### src/design/tap_consts.svh
// TAP constants
// IR width, device identity, IR capture pattern and the TMS reset count
// Shared by the package and the RTL blocks of the debug TAP

`ifndef TAP_CONSTS_SVH
`define TAP_CONSTS_SVH

// Instruction register width
`define TAP_IR_LEN 4

// Device identity shifted out after reset
// Version in [31:28], part number in [27:12]
// Manufacturer code in [11:1]
// Bit 0 is always set, as the standard requires
`define TAP_IDCODE_VALUE 32'h10102001

// Fixed IR capture value
// Low bits 01 as required, upper bits chosen to catch stuck-at faults
`define TAP_IR_CAPTURE 4'b0101

// TMS-high clocks that reach Test-Logic-Reset from any state
`define TAP_TMS_RESET_CNT 5

`endif

### src/design/tap_pkg.sv
// TAP types
// Controller states, instruction opcodes and the strobe and select structs

package tap_pkg;

  `include "tap_consts.svh"

  // 16 controller states, codes follow the 1149.1 state diagram
  typedef enum logic [3:0] {
    TEST_LOGIC_RESET = 4'hF,
    RUN_TEST_IDLE    = 4'hC,
    SELECT_DR_SCAN   = 4'h7,
    CAPTURE_DR       = 4'h6,
    SHIFT_DR         = 4'h2,
    EXIT1_DR         = 4'h1,
    PAUSE_DR         = 4'h3,
    EXIT2_DR         = 4'h0,
    UPDATE_DR        = 4'h5,
    SELECT_IR_SCAN   = 4'h4,
    CAPTURE_IR       = 4'hE,
    SHIFT_IR         = 4'hA,
    EXIT1_IR         = 4'h9,
    PAUSE_IR         = 4'hB,
    EXIT2_IR         = 4'h8,
    UPDATE_IR        = 4'hD
  } tap_state_e;

  // Opcodes, anything not listed behaves as bypass
  typedef enum logic [`TAP_IR_LEN-1:0] {
    INSTR_IDCODE  = 4'b0010,
    INSTR_MEMORY  = 4'b0100,
    INSTR_FIFO    = 4'b0101,
    INSTR_CONFREG = 4'b0110,
    INSTR_BYPASS  = 4'b1111
  } tap_instr_e;

  // DR path strobes, high while in the matching state
  typedef struct packed {
    logic capture;
    logic shift;
    logic exit1;
    logic update;
  } tap_dr_ctrl_t;

  // IR path strobes, reset marks Test-Logic-Reset
  typedef struct packed {
    logic capture;
    logic shift;
    logic update;
    logic reset;
  } tap_ir_ctrl_t;

  // One-hot register selects
  typedef struct packed {
    logic idcode;
    logic memory;
    logic fifo;
    logic confreg;
    logic bypass;
  } tap_sel_t;

endpackage

### src/design/tap_fsm.sv
// TAP controller
// Encoded 16-state JTAG state machine stepped by TMS on rising TCK
// Decodes the current state into level strobes for the DR and IR paths

`timescale 1ns/1ns

`include "tap_consts.svh"

module tap_fsm (
  input  logic                  tck_i,
  input  logic                  rst_ni,
  input  logic                  tms_i,
  output tap_pkg::tap_dr_ctrl_t dr_ctrl_o,
  output tap_pkg::tap_ir_ctrl_t ir_ctrl_o
);

  tap_pkg::tap_state_e state_q, state_d;

  // Standard TMS transitions
  always_comb
  begin
    case (state_q)
      tap_pkg::TEST_LOGIC_RESET:
        state_d = tms_i ? tap_pkg::TEST_LOGIC_RESET : tap_pkg::RUN_TEST_IDLE;
      tap_pkg::RUN_TEST_IDLE:
        state_d = tms_i ? tap_pkg::SELECT_DR_SCAN : tap_pkg::RUN_TEST_IDLE;
      // DR column
      tap_pkg::SELECT_DR_SCAN:
        state_d = tms_i ? tap_pkg::SELECT_IR_SCAN : tap_pkg::CAPTURE_DR;
      tap_pkg::CAPTURE_DR:
        state_d = tms_i ? tap_pkg::EXIT1_DR : tap_pkg::SHIFT_DR;
      tap_pkg::SHIFT_DR:
        state_d = tms_i ? tap_pkg::EXIT1_DR : tap_pkg::SHIFT_DR;
      tap_pkg::EXIT1_DR:
        state_d = tms_i ? tap_pkg::UPDATE_DR : tap_pkg::PAUSE_DR;
      tap_pkg::PAUSE_DR:
        state_d = tms_i ? tap_pkg::EXIT2_DR : tap_pkg::PAUSE_DR;
      tap_pkg::EXIT2_DR:
        state_d = tms_i ? tap_pkg::UPDATE_DR : tap_pkg::SHIFT_DR; // Resume shifting
      tap_pkg::UPDATE_DR:
        state_d = tms_i ? tap_pkg::SELECT_DR_SCAN : tap_pkg::RUN_TEST_IDLE;
      // IR column
      tap_pkg::SELECT_IR_SCAN:
        state_d = tms_i ? tap_pkg::TEST_LOGIC_RESET : tap_pkg::CAPTURE_IR;
      tap_pkg::CAPTURE_IR:
        state_d = tms_i ? tap_pkg::EXIT1_IR : tap_pkg::SHIFT_IR;
      tap_pkg::SHIFT_IR:
        state_d = tms_i ? tap_pkg::EXIT1_IR : tap_pkg::SHIFT_IR;
      tap_pkg::EXIT1_IR:
        state_d = tms_i ? tap_pkg::UPDATE_IR : tap_pkg::PAUSE_IR;
      tap_pkg::PAUSE_IR:
        state_d = tms_i ? tap_pkg::EXIT2_IR : tap_pkg::PAUSE_IR;
      tap_pkg::EXIT2_IR:
        state_d = tms_i ? tap_pkg::UPDATE_IR : tap_pkg::SHIFT_IR;
      tap_pkg::UPDATE_IR:
        state_d = tms_i ? tap_pkg::SELECT_DR_SCAN : tap_pkg::RUN_TEST_IDLE;
      default:
        state_d = tap_pkg::TEST_LOGIC_RESET;                    // All codes used, safety only
    endcase
  end

  always_ff @(posedge tck_i or negedge rst_ni)
  begin
    if (!rst_ni)
      state_q <= tap_pkg::TEST_LOGIC_RESET;
    else
      state_q <= state_d;
  end

  // State decode into strobes
  always_comb
  begin
    dr_ctrl_o.capture = (state_q == tap_pkg::CAPTURE_DR);
    dr_ctrl_o.shift   = (state_q == tap_pkg::SHIFT_DR);
    dr_ctrl_o.exit1   = (state_q == tap_pkg::EXIT1_DR);     // IDCODE reload
    dr_ctrl_o.update  = (state_q == tap_pkg::UPDATE_DR);

    ir_ctrl_o.capture = (state_q == tap_pkg::CAPTURE_IR);
    ir_ctrl_o.shift   = (state_q == tap_pkg::SHIFT_IR);
    ir_ctrl_o.update  = (state_q == tap_pkg::UPDATE_IR);
    ir_ctrl_o.reset   = (state_q == tap_pkg::TEST_LOGIC_RESET);
  end

  // Five TMS-high clocks reach reset from anywhere, no history register needed
  assert property (@(posedge tck_i) disable iff (!rst_ni)
    tms_i [* `TAP_TMS_RESET_CNT] |=> state_q == tap_pkg::TEST_LOGIC_RESET)
  else $error("TAP not in Test-Logic-Reset after %0d TMS-high clocks",
              `TAP_TMS_RESET_CNT);

  // No X or Z in the state register
  assert property (@(posedge tck_i) disable iff (!rst_ni) !$isunknown(state_q))
  else $error("TAP state unknown");

endmodule

### src/design/tap_ir.sv
// TAP instruction register
// Capture and shift stage, latched instruction and the one-hot decode
// Latched value falls back to IDCODE in Test-Logic-Reset

`timescale 1ns/1ns

`include "tap_consts.svh"

module tap_ir (
  input  logic                  tck_i,
  input  logic                  rst_ni,
  input  logic                  td_i,
  input  tap_pkg::tap_ir_ctrl_t ir_ctrl_i,
  output logic                  ir_tdo_o,
  output tap_pkg::tap_sel_t     sel_o
);

  logic [`TAP_IR_LEN-1:0] shift_q;   // Shift stage
  logic [`TAP_IR_LEN-1:0] instr_q;   // Active instruction

  // Shift stage with TDI in at the MSB and the LSB out first
  always_ff @(posedge tck_i)
  begin
    if (ir_ctrl_i.capture)
      shift_q <= `TAP_IR_CAPTURE;                       // Fixed pattern for fault detection
    else if (ir_ctrl_i.shift)
      shift_q <= {td_i, shift_q[`TAP_IR_LEN-1:1]};
  end

  assign ir_tdo_o = shift_q[0];

  // Latched instruction loads on the edge leaving Update-IR
  always_ff @(posedge tck_i or negedge rst_ni)
  begin
    if (!rst_ni)
      instr_q <= tap_pkg::INSTR_IDCODE;
    else if (ir_ctrl_i.reset)
      instr_q <= tap_pkg::INSTR_IDCODE;                  // IDCODE again in Test-Logic-Reset
    else if (ir_ctrl_i.update)
      instr_q <= shift_q;
  end

  // Decode to one-hot selects
  always_comb
  begin
    sel_o = '0;
    case (instr_q)
      tap_pkg::INSTR_IDCODE:
        sel_o.idcode = 1'b1;
      tap_pkg::INSTR_MEMORY:
        sel_o.memory = 1'b1;   // Memory chain
      tap_pkg::INSTR_FIFO:
        sel_o.fifo = 1'b1;     // FIFO chain
      tap_pkg::INSTR_CONFREG:
        sel_o.confreg = 1'b1;  // Config register chain
      tap_pkg::INSTR_BYPASS:
        sel_o.bypass = 1'b1;
      default:
        sel_o.bypass = 1'b1;   // Undefined codes bypass
    endcase
  end

  // Capture, shift, update and reset never overlap
  // Shift stage and latch priorities rely on it
  assert property (@(posedge tck_i) disable iff (!rst_ni) $onehot0(ir_ctrl_i))
  else $error("TAP IR strobes overlap: %b", ir_ctrl_i);

endmodule

### src/design/tap_data_regs.sv
// TAP data registers
// 32-bit IDCODE shift register and the one-bit bypass register

`timescale 1ns/1ns

`include "tap_consts.svh"

module tap_data_regs (
  input  logic                  tck_i,
  input  logic                  rst_ni,
  input  logic                  td_i,
  input  tap_pkg::tap_dr_ctrl_t dr_ctrl_i,
  input  tap_pkg::tap_sel_t     sel_i,
  output logic                  idcode_tdo_o,
  output logic                  bypass_tdo_o
);

  logic [31:0] idcode_q;
  logic        bypass_q;

  // IDCODE register
  // Holds the identity out of reset so a first Shift-DR reads it
  always_ff @(posedge tck_i or negedge rst_ni)
  begin
    if (!rst_ni)
      idcode_q <= `TAP_IDCODE_VALUE;
    else if (sel_i.idcode && dr_ctrl_i.shift)
      idcode_q <= {td_i, idcode_q[31:1]};               // LSB first
    else if (sel_i.idcode && (dr_ctrl_i.capture || dr_ctrl_i.exit1))
      idcode_q <= `TAP_IDCODE_VALUE;                    // Reload for the next read
  end

  // Bypass flop, one cycle of delay through any DR shift
  always_ff @(posedge tck_i or negedge rst_ni)
  begin
    if (!rst_ni)
      bypass_q <= 1'b0;
    else if (dr_ctrl_i.shift)
      bypass_q <= td_i;
  end

  assign idcode_tdo_o = idcode_q[0];
  assign bypass_tdo_o = bypass_q;

endmodule

### src/design/tap_tdo_mux.sv
// TAP output path
// Retimes shift-IR and the selects on falling TCK, picks the scan source
// and registers TDO on the falling edge

`timescale 1ns/1ns

module tap_tdo_mux (
  input  logic                  tck_i,
  input  logic                  rst_ni,
  input  tap_pkg::tap_ir_ctrl_t ir_ctrl_i,
  input  tap_pkg::tap_sel_t     sel_i,
  input  logic                  ir_tdo_i,
  input  logic                  idcode_tdo_i,
  input  logic                  bypass_tdo_i,
  input  logic                  memory_out_i,
  input  logic                  fifo_out_i,
  input  logic                  confreg_out_i,
  output logic                  td_o
);

  logic              shift_ir_q;   // Falling-edge copy
  tap_pkg::tap_sel_t sel_q;        // Falling-edge copy
  logic              tdo_d;

  // Half-cycle retiming of the controls
  always_ff @(negedge tck_i or negedge rst_ni)
  begin
    if (!rst_ni)
    begin
      shift_ir_q <= 1'b0;
      sel_q      <= '{idcode: 1'b1, default: 1'b0};   // Matches instruction after reset
    end
    else
    begin
      shift_ir_q <= ir_ctrl_i.shift;
      sel_q      <= sel_i;
    end
  end

  // Source select, IR wins during Shift-IR
  always_comb
  begin
    if (shift_ir_q)
      tdo_d = ir_tdo_i;
    else if (sel_q.idcode)
      tdo_d = idcode_tdo_i;
    else if (sel_q.memory)
      tdo_d = memory_out_i;
    else if (sel_q.fifo)
      tdo_d = fifo_out_i;
    else if (sel_q.confreg)
      tdo_d = confreg_out_i;
    else
      tdo_d = bypass_tdo_i;   // Bypass and undefined opcodes
  end

  // TDO changes on falling TCK, stable for the next rising edge
  always_ff @(negedge tck_i or negedge rst_ni)
  begin
    if (!rst_ni)
      td_o <= 1'b0;
    else
      td_o <= tdo_d;
  end

endmodule

### src/design/tap_top.sv
// Debug TAP top level
// Controller, instruction register, data registers and the TDO path
// Exposes the DR strobes and chain selects for memory, FIFO and confreg

`timescale 1ns/1ns

module tap_top (
  input  logic tck_i,
  input  logic rst_ni,
  input  logic tms_i,
  input  logic td_i,
  input  logic memory_out_i,    // Chain returns
  input  logic fifo_out_i,
  input  logic confreg_out_i,
  output logic td_o,
  output logic scan_in_o,       // TDI to the chains
  output logic shift_dr_o,
  output logic update_dr_o,
  output logic capture_dr_o,
  output logic memory_sel_o,
  output logic fifo_sel_o,
  output logic confreg_sel_o
);

  tap_pkg::tap_dr_ctrl_t dr_ctrl;
  tap_pkg::tap_ir_ctrl_t ir_ctrl;
  tap_pkg::tap_sel_t     sel;
  logic                  ir_tdo;
  logic                  idcode_tdo;
  logic                  bypass_tdo;

  tap_fsm tap_fsm_i (
    .tck_i     (tck_i),
    .rst_ni    (rst_ni),
    .tms_i     (tms_i),
    .dr_ctrl_o (dr_ctrl),
    .ir_ctrl_o (ir_ctrl)
  );

  tap_ir tap_ir_i (
    .tck_i     (tck_i),
    .rst_ni    (rst_ni),
    .td_i      (td_i),
    .ir_ctrl_i (ir_ctrl),
    .ir_tdo_o  (ir_tdo),
    .sel_o     (sel)
  );

  tap_data_regs tap_data_regs_i (
    .tck_i        (tck_i),
    .rst_ni       (rst_ni),
    .td_i         (td_i),
    .dr_ctrl_i    (dr_ctrl),
    .sel_i        (sel),
    .idcode_tdo_o (idcode_tdo),
    .bypass_tdo_o (bypass_tdo)
  );

  tap_tdo_mux tap_tdo_mux_i (
    .tck_i         (tck_i),
    .rst_ni        (rst_ni),
    .ir_ctrl_i     (ir_ctrl),
    .sel_i         (sel),
    .ir_tdo_i      (ir_tdo),
    .idcode_tdo_i  (idcode_tdo),
    .bypass_tdo_i  (bypass_tdo),
    .memory_out_i  (memory_out_i),
    .fifo_out_i    (fifo_out_i),
    .confreg_out_i (confreg_out_i),
    .td_o          (td_o)
  );

  assign scan_in_o     = td_i;
  assign capture_dr_o  = dr_ctrl.capture;
  assign shift_dr_o    = dr_ctrl.shift;
  assign update_dr_o   = dr_ctrl.update;
  assign memory_sel_o  = sel.memory;
  assign fifo_sel_o    = sel.fifo;
  assign confreg_sel_o = sel.confreg;

endmodule

### config.mk
export PLATFORM = sky130hd
export DESIGN_NAME = tap_top
export DESIGN_NICKNAME = d
export VERILOG_FILES = /design/src/design/tap_pkg.sv /design/src/design/tap_fsm.sv /design/src/design/tap_ir.sv /design/src/design/tap_data_regs.sv /design/src/design/tap_tdo_mux.sv /design/src/design/tap_top.sv
export VERILOG_INCLUDE_DIRS = /design/src /design/src/design
export SDC_FILE = /design/constraint.sdc
export NUM_CORES = 1
export LEC_CHECK = 0
export BUFFER_PORTS_ARGS = -buffer_cell sky130_fd_sc_hd__clkbuf_2
export CAP_MARGIN = 10
export CORE_MARGIN = 2
export CORE_UTILIZATION = 60
export CTS_BUF_LIST = sky130_fd_sc_hd__clkbuf_8
export DETAILED_ROUTE_END_ITERATION = 6
export GPL_ROUTABILITY_DRIVEN = 0
export PLACE_DENSITY_LB_ADDON = 0.15
export RECOVER_POWER = 50
export SYNTH_ARGS = -nofsm -noshare
export SYNTH_HDL_FRONTEND = slang
export SYNTH_HIERARCHICAL = 1
export SYNTH_SLANG_ARGS = --single-unit
### constraint.sdc
create_clock -name tck_i -period 5.8 [get_ports tck_i]
set_input_delay 0.58 -clock tck_i [delete_from_list [all_inputs] [get_ports tck_i]]
set_output_delay 0.58 -clock tck_i [all_outputs]
set_load 0.05 [all_outputs]
* Word-level counts from Yosys, hierarchy flattened
Cells that the tools add are included.
** Storage, ports and cells
- Register bits after elaboration :: 51
- Bits in latches :: 0
- Bits in writable memories :: 0
- Memory bits (read-only) :: 0
- Input port bits :: 7
- Output and inout port bits :: 8
- Word-level logic and storage cells :: 65
- Memories kept :: 0
** Operators by class
- Add/sub/neg operators :: 0
- Multipliers :: 0
- Divide/modulo/power cells :: 0
- Order comparisons :: 0
- Eq/ne operators :: 19
- Shifts and indexed selects :: 0
- Multiplexer cells :: 26
- Bitwise operators :: 0
- Reduce and logical (&&, ||, !) cells :: 9
** Operators with widths (count)
- $mux 32 :: 2
- $pmux 4 s12 :: 1
- $eq 4x4->1 const B :: 8
- $eq 4x3->1 const B :: 7
- $eq 4x2->1 const B :: 3
- $mux 2 :: 6
- $mux 3 :: 4
- $mux 4 :: 3
- $mux 1 :: 10
- $eq 4x1->1 const B :: 1
- $logic_not 4->1 :: 1
- $reduce_bool 2->1 :: 2
- $reduce_or 2->1 :: 2
- $reduce_or 3->1 :: 1
- $logic_and 1x1->1 :: 2
- $logic_or 1x1->1 :: 1

* Logic depth before layout (Yosys ltp)
Gate-level depths: netlist (run 1).
- Word-level depth :: 5
- Depth in mapped cells :: 7
- Gate-level depth less buffers :: 4

* Modules after synthesis
The synthesis (run 1) kept the hierarchy.
** Modules (own cells, without submodules)
- tap_data_regs :: instances 1, cells each 75, area an instance 1238.7 um^2, sequential area each 830.8 um^2
- tap_ir :: instances 1, cells each 32, area an instance 356.6 um^2, sequential area each 181.4 um^2
- tap_fsm :: instances 1, cells each 35, area an instance 277.8 um^2, sequential area each 105.1 um^2
- tap_tdo_mux :: instances 1, cells each 14, area an instance 203.9 um^2, sequential area each 151.4 um^2
- tap_top :: instances 1, cells each 1, area an instance 7.5 um^2, sequential area each 0.0 um^2

==> results.md, run 1 <==
- CP max FO: 9
- Final wirelength: 3440 um
- Crit path DAT: 1840 ps
- Status: completed
- Worst slew pin tran: 1030 ps
- Hold buffers post-CTS: 0
- Synth warn: 6
- GRT Util Overall: 20.1%
- Setup Fix Bufs, Post-CTS: 0
- GR Overflow Total: 0
- Final setup viols: 0
- DIE HEIGHT: 62.7 um
- Clk Latency, worst-skew pair: 350 ps
- Endpoints failing hold: 0
- Layout Skew: 54.1 ps
- Syn_nets: 162
- Most frequent cells in the layout: dfrtp_1 (32), a22o_2 (19), clkbuf_2 (11), nor2_1 (11), a22o_1 (10)
- Crit path launch: tap_fsm_i/state_q[1]$_DFF_PN1_
- Crit path capture type: flop
- Global-route wire length before repair: 6080 um
- Vias in the first global route: 1266
- Site Rows: 21
- Slew margin rel.: 31.3%
- Critical path buffers and inverters: 0
- Antenna Nets Post-Route: 0
- Inserted Clock Buffers: 5
- Power Density: 475 mW/mm^2
- Vias per cell: 5.93
- Top delay family on crit path: simple AND/OR/NAND/NOR gates
- TritonRoute pass-1 iters: 4
- Cells after Synth: 155
- Core area: 0.00334 sq mm
- I/O pin cnt: 15
- CTS max path bufs: 2
- CP max-delay cell: nor3b_1
- Final #Nets: 174
- Via count: 1270
- Design area: 0.00221 sq mm
- Data required, critical path: 3100 ps
- Dpl cell area: 0.00212 sq mm
- Maximum vdd drop: 0.000268 V
- Fraction of layout cells with a size suffix above 1: 30.4%
- N_diodes: 0
- RSZ-0062 raised after global routing: false
- Total Power Consumption: 1.05 mW
- Critical path class: flop to flop
- Critical Path Max Stage Delay: 720 ps
- Final Core Density: 66.2%
- Total die area: 0.00394 sq mm
- Setup TNS: 0 ps
- CTS tree: built
- WL per Instance: 16.1 um
- H-tree Lvls: 2
- Commonest non-fill, non-tap cell in the layout: dfrtp_1
- # DRC: 0
- DRT iter0 DRCs: 99
- Die width: 62.7 um
- PortBufs: 14
- Initial antenna violation count: 0
- Hold slack: 267 ps
- CTS clk-pin slew, worst paths: 80 ps
- Initial Util: 62.1%
- Worst r2r src: tap_fsm_i/state_q[1]$_DFF_PN1_
- Max_cap viols: 0
- DP Wirelength: 2370 um
- CTS root buffer: clkbuf_8
- # fillers: 259
- Stages on the worst setup path: 2
- Synthesized area: 0.00207 sq mm
- Post-Syn Area per Cell: 13.4 sq um
- Worst R2R Path Depth: 2
- Crit path cell chain: nand2b_2, nor3b_1
- Startpoint Class: flop
- Post-CTS sizing: 0
- Number of clock sinks: 51
- Slew Viols, Final: 0
- Largest net degree at the start of global routing: 38
- Hold WC Path Type: input pin to asynchronous set/reset pin
- Area growth syn-to-layout: 6.71%
- LEAKAGE: 1.02 nW
## through the flow
stage	worst slack [ps]	cells
floorplan	540	155
global placement	1470	206
detailed placement	1360	206
CTS	1370	214
global route	1110	214
finish	1260	214
## flip-flops by register name, summed over array words and instances (netlist names)
name                          cells
tap_data_regs_i/idcode_q         32
tap_fsm_i/state_q                 4
tap_data_regs_i/bypass_tdo_o      1
tap_tdo_mux_i/sel_q               4
tap_tdo_mux_i/td_o                1
tap_tdo_mux_i/shift_ir_q          1
tap_ir_i/shift_q                  4
tap_ir_i/instr_q                  4
## power breakdown
group | internal [mW] | leakage, nW | switching, mW
combinational | 0.124 | 0.322 | 0.176
sequential | 0.466 | 0.644 | 0.0816
clock | 0.0948 | 0.0554 | 0.106
## area by class of cell
| class | count | area (sq um) | share of cell area (%) |
|---|---|---|---|
| clock buffers | 6 | 82.6 | 3.74 |
| clock inverters | 3 | 11.3 | 0.510 |
| inverters | 3 | 11.3 | 0.510 |
| multi-input cells | 90 | 704 | 31.9 |
| flip-flops and latches | 51 | 1270 | 57.4 |
| well taps | 46 | 57.6 | 2.60 |
| repair buffers | 15 | 73.8 | 3.34 |
## per-layer routing
metal	GRT usage, %	share of wire, %	vias to the layer above
met3	5.77	3.4	6
met5	0	0	-
met4	7.50	1.5	0
met1	26.3	45	651
met2	32.1	50	19
li1	-	-	594
## path summary, 6_finish.rpt
| kind | to | slack (ps) |
|---|---|---|
| max | tap_tdo_mux_i/shift_ir_q$_DFF_NN0_ | 1260 |
| min | tap_ir_i/instr_q[0]$_DFFE_PN0P_ | 270 |
| max reg2reg | tap_tdo_mux_i/shift_ir_q$_DFF_NN0_ | 1260 |
| min reg2reg | tap_data_regs_i/idcode_q[9]$_DFFE_PN0P_ | 500 |
| max in group asynchronous | tap_tdo_mux_i/td_o$_DFF_NN0_ | 1860 |
| min in group tck_i | tap_data_regs_i/idcode_q[9]$_DFFE_PN0P_ | 500 |
(Power assumes the default switching activity.)
==> run 2: changes to the inputs <==
clock period = 4.5 ns   (was 5.8 ns; I/O delays follow)
==> results.md, run 2 (synthesis gave the netlist of run 1 again) <==
- DIE HEIGHT: 62.7 um
- Total die area: 0.00394 sq mm
- Worst R2R Path Depth: 3
- Crit path DAT: 3190 ps
- Total Power Consumption: 1.45 mW
- CTS tree: built
- Data required, critical path: 4050 ps
- Crit path cell chain: clkbuf_2
- Global-route wire length before repair: 5930 um
- CP max-delay cell: dfrtn_1
- Slew Viols, Final: 0
- # DRC: 0
- Post-Route M1 WL: 1660 um
- Status: completed
- DRT iter0 DRCs: 57
- Crit path capture type: primary output
- Commonest non-fill, non-tap cell in the layout: dfrtp_1
- Design area: 0.00226 sq mm
- Die width: 62.7 um
- CTS max path bufs: 2
- Post-CTS sizing: 0
- Crit path launch: tap_tdo_mux_i/td_o$_DFF_NN0_
- Layout Skew: 53.3 ps
- Critical path class: flop to primary output
- Startpoint Class: flop
- Critical Path Max Stage Delay: 380 ps
- Top delay family on crit path: flip-flops
- N_diodes: 0
- Core area: 0.00334 sq mm
- Vias per cell: 5.69
- Largest net degree at the start of global routing: 29
- Initial Util: 62.1%
- Max_cap viols: 0
- Worst slew pin tran: 1450 ps
- End of the critical path: td_o
- Slew margin rel.: 3.42%
- Vias in the first global route: 1223
- Register name with the most flops: tap_data_regs_i/idcode_q
- # fillers: 267
- DR WL met2: 1580 um
- Final setup viols: 0
- Setup Fix Bufs, Post-CTS: 0
- Endpoints failing hold: 0
- Reg2reg end: tap_tdo_mux_i/shift_ir_q$_DFF_NN0_
- Hold WC Path Type: input pin to flop
- PortBufs: 14
- Fraction of layout cells with a size suffix above 1: 31.4%
- Stages on the worst setup path: 1
- Via count: 1224
- Final #Nets: 175
- RSZ-0062 raised after global routing: false
- PnR worst setup slack: 858 ps
- I/O pin cnt: 15
- Maximum vdd drop: 0.000398 V
- Final wirelength: 3380 um
- GRT Util Overall: 19.5%
- Max Used Layer: met4
- R2R setup slack: 880 ps
- WL per Instance: 15.7 um
- Clk Latency, worst-skew pair: 350 ps
- LEAKAGE: 1.04 nW
- Most frequent cells in the layout: dfrtp_1 (32), a22o_2 (19), clkbuf_2 (12)
- H-tree Lvls: 2
- Area growth syn-to-layout: 9.00%
- Dpl cell area: 0.00214 sq mm
- Setup WS pre-CTS: 973 ps
- Metal3 WL: 112 um
- Power Density: 644 mW/mm^2
- Inserted Clock Buffers: 5
- Number of clock sinks: 51
- GR Overflow Total: 0
- Initial antenna violation count: 0
- TritonRoute pass-1 iters: 4
- Antenna Nets Post-Route: 0
- Setup TNS: 0 ps
- CTS root buffer: clkbuf_8
- Hold buffers post-CTS: 0
- Critical path buffers and inverters: 1
- CP max FO: 1
- Site Rows: 21
- Worst r2r src: tap_fsm_i/state_q[1]$_DFF_PN1_
- Max reg flops: 32
- CTS clk-pin slew, worst paths: 80 ps
- DP Wirelength: 2320 um
[run 2: where the power goes]
part	switching, mW	total, mW	internal, mW
sequential	0.105	0.707	0.602
combinational	0.226	0.387	0.161
clock	0.138	0.359	0.221
[run 2: worst register-to-register path: stages, from the launching register on]
cell and delay [ps]:
dfstp_1 650, nand2b_1 190, nor3b_1 220, clkbuf_1 290
[run 2: how the worst min path moves through the flow]
stage                                       startpoint                                       end  slack [ps]  cells past startpoint
global placement    tap_tdo_mux_i/shift_ir_q$_DFF_NN0_              tap_tdo_mux_i/td_o$_DFF_NN0_         470                      1
detailed placement  tap_tdo_mux_i/shift_ir_q$_DFF_NN0_              tap_tdo_mux_i/td_o$_DFF_NN0_         480                      1
CTS                                             rst_ni  tap_data_regs_i/idcode_q[12]$_DFFE_PN0P_         190                      1
finish                                           tms_i            tap_fsm_i/state_q[0]$_DFF_PN1_         410                      2
floorplan                                       rst_ni  tap_data_regs_i/bypass_tdo_o$_DFFE_PN0P_         150                      0
global route                                     tms_i            tap_fsm_i/state_q[0]$_DFF_PN1_         440                      2
[run 2: cell type report]
type	instances	area [sq um]	share of cell area [%]
Inverter	3	11.3	0.499
Timing Repair Buffer	16	75.1	3.33
Tap cell	46	57.6	2.55
Clock buffer	5	68.8	3.05
Clock inverter	4	67.6	2.99
Sequential cell	51	1270	56.2
Multi-Input combinational cell	90	708	31.4
[run 2: metal layers]
layer	track usage (%)	up-vias
li1	-	591
met1	27.5	614
met2	29.2	15
met3	5.23	4
met4	7.50	0
met5	0	-
[run 2: through the flow]
| stage | cells | util, % | hold WS (ps) |
|---|---|---|---|
| finish | 215 | 67.6 | 411 |
| global route | 215 | 67.6 | 435 |
| CTS | 215 | 68.0 | 191 |
| detailed placement | 207 | 64.0 | 479 |
| global placement | 207 | 64.0 | 467 |
| floorplan | 155 | - | 154 |
==> run 3: changes to the inputs <==
CORE_UTILIZATION = 55   (was 60)
clock period = 3.2 ns   (was 4.5 ns; I/O delays follow)
==> results.md, run 3 (synthesis gave the netlist of run 1 again) <==
- Vias in the first global route: 1305
- Crit path capture type: primary output
- DP Wirelength: 2320 um
- Initial antenna violation count: 0
- Startpoint Class: flop
- TritonRoute pass-1 iters: 4
- Setup WS pre-CTS: 580 ps
- Critical path class: flop to primary output
- CTS max path bufs: 2
- N_diodes: 0
- Core area: 0.00363 sq mm
- Hold path start: tms_i
- CTS root buffer: clkbuf_8
- Top delay family on crit path: flip-flops
- GRT Util Overall: 19.0%
- Worst R2R Path Depth: 2
- Post-route insts no fill: 221
- GR Util met1: 27.3%
- Worst slew pin tran: 857 ps
- Design area: 0.00225 sq mm
- Vias per cell: 5.89
- Int Pwr: 1.24 mW
- Largest net degree at the start of global routing: 38
- Dpl cell area: 0.00217 sq mm
- Register name with the most flops: tap_data_regs_i/idcode_q
- Setup Fix Bufs, Post-CTS: 0
- Max_cap viols: 0
- GR Overflow Total: 0
- Sw power: 0.684 mW
- Final setup viols: 0
- Global-route wire length before repair: 6200 um
- Hold depth: 2
- Crit path cell chain: clkbuf_2
- R2R setup slack: 410 ps
- Most frequent cells in the layout: dfrtp_1 (32), a22o_2 (19), clkbuf_2 (13)
- Data required, critical path: 2880 ps
- Endpoints failing hold: 0
- Hold EP: tap_fsm_i/state_q[0]$_DFF_PN1_
- Area growth syn-to-layout: 8.52%
- CP max FO: 1
- Total Power Consumption: 1.92 mW
- Reg2reg end: tap_tdo_mux_i/shift_ir_q$_DFF_NN0_
- PnR worst setup slack: 322 ps
- Die width: 65.4 um
- CTS tree: built
- Critical Path Max Stage Delay: 390 ps
- Busiest grt layer: met2
- Maximum vdd drop: 0.000464 V
- Routing usage on met3: 5.14%
- Slew Viols, Final: 0
- Final #Nets: 179
- PortBufs: 14
- CTS clk-pin slew, worst paths: 80 ps
- Max reg flops: 32
- Setup TNS: 0 ps
- DRT iter0 DRCs: 111
- CP max-delay cell: dfrtn_1
- WL per Instance: 15.9 um
- Dpl cells: 212
- Final wirelength: 3520 um
- Clk Latency, worst-skew pair: 350 ps
- Net Sw Frac: 35.6%
- Worst r2r src: tap_fsm_i/state_q[0]$_DFF_PN1_
- Total die area: 0.00427 sq mm
- Number of clock sinks: 51
- LEAKAGE: 1.04 nW
- Combinational Power Share: 29.7%
- H-tree Lvls: 2
- Flop pwr share: 51.9%
- DIE HEIGHT: 65.4 um
- Slew margin rel.: 42.9%
- Commonest non-fill, non-tap cell in the layout: dfrtp_1
- Critical path buffers and inverters: 1
- Hold slack: 303 ps
- Final Core Density: 61.8%
- Antenna Nets Post-Route: 0
- Crit path DAT: 2560 ps
- Inserted Clock Buffers: 5
- Via count: 1301
- Clock power frac: 18.4%
- # DRC: 0
- Fraction of layout cells with a size suffix above 1: 31.8%
- Power Density: 856 mW/mm^2
- Status: completed
- Site Rows: 22
- RSZ-0062 raised after global routing: false
- Layout Skew: 56.4 ps
- Met2 usage: 28.6%
- Hold WC Path Type: input pin to flop
- Initial Util: 57.0%
- I/O pin cnt: 15
## run 3: power by group through the flow
| stage | Combinational, mW | Sequential, mW | Clock, mW |
|---|---|---|---|
| global placement | 0.557 | 0.997 | 0.00391 |
| floorplan | 0.499 | 0.957 | 0.00391 |
| finish | 0.572 | 0.998 | 0.353 |
| detailed placement | 0.574 | 1.01 | 0.00391 |
| CTS | 0.582 | 1.00 | 0.364 |
| global route | 0.631 | 1.02 | 0.395 |
## run 3: layer usage
layer  share of wire [%]  routed length [um]
met5                   0                   0
met4                0.31                  11
met3                 5.2                 182
met2                  46                1610
met1                  49                1710
## run 3: worst max-delay path by stage
stage	from	to	slack (ps)	cells past startpoint
global route	tap_tdo_mux_i/td_o$_DFF_NN0_	td_o	290	1
floorplan	tap_ir_i/instr_q[0]$_DFFE_PN0P_	tap_tdo_mux_i/sel_q[3]$_DFF_NN0_	40	1
CTS	tap_tdo_mux_i/td_o$_DFF_NN0_	td_o	320	1
global placement	tap_ir_i/instr_q[1]$_DFFE_PN1P_	tap_tdo_mux_i/sel_q[4]$_DFF_NN1_	620	2
finish	tap_tdo_mux_i/td_o$_DFF_NN0_	td_o	320	1
detailed placement	tap_fsm_i/state_q[0]$_DFF_PN1_	tap_tdo_mux_i/shift_ir_q$_DFF_NN0_	580	2
## run 3: repair_timing
action,CTS,global route
resized for setup,0,0
hold buffers,1,0
hold endpoints to repair,3,0
## run 3: layout make-up
class | count | area [sq um]
Clock inverter | 4 | 20.0
Timing Repair Buffer | 20 | 105
Multi-Input combinational cell | 90 | 713
Inverter | 3 | 11.3
Clock buffer | 5 | 68.8
Fill cell | 319 | 1390
Sequential cell | 51 | 1270
Tap cell | 48 | 60.1
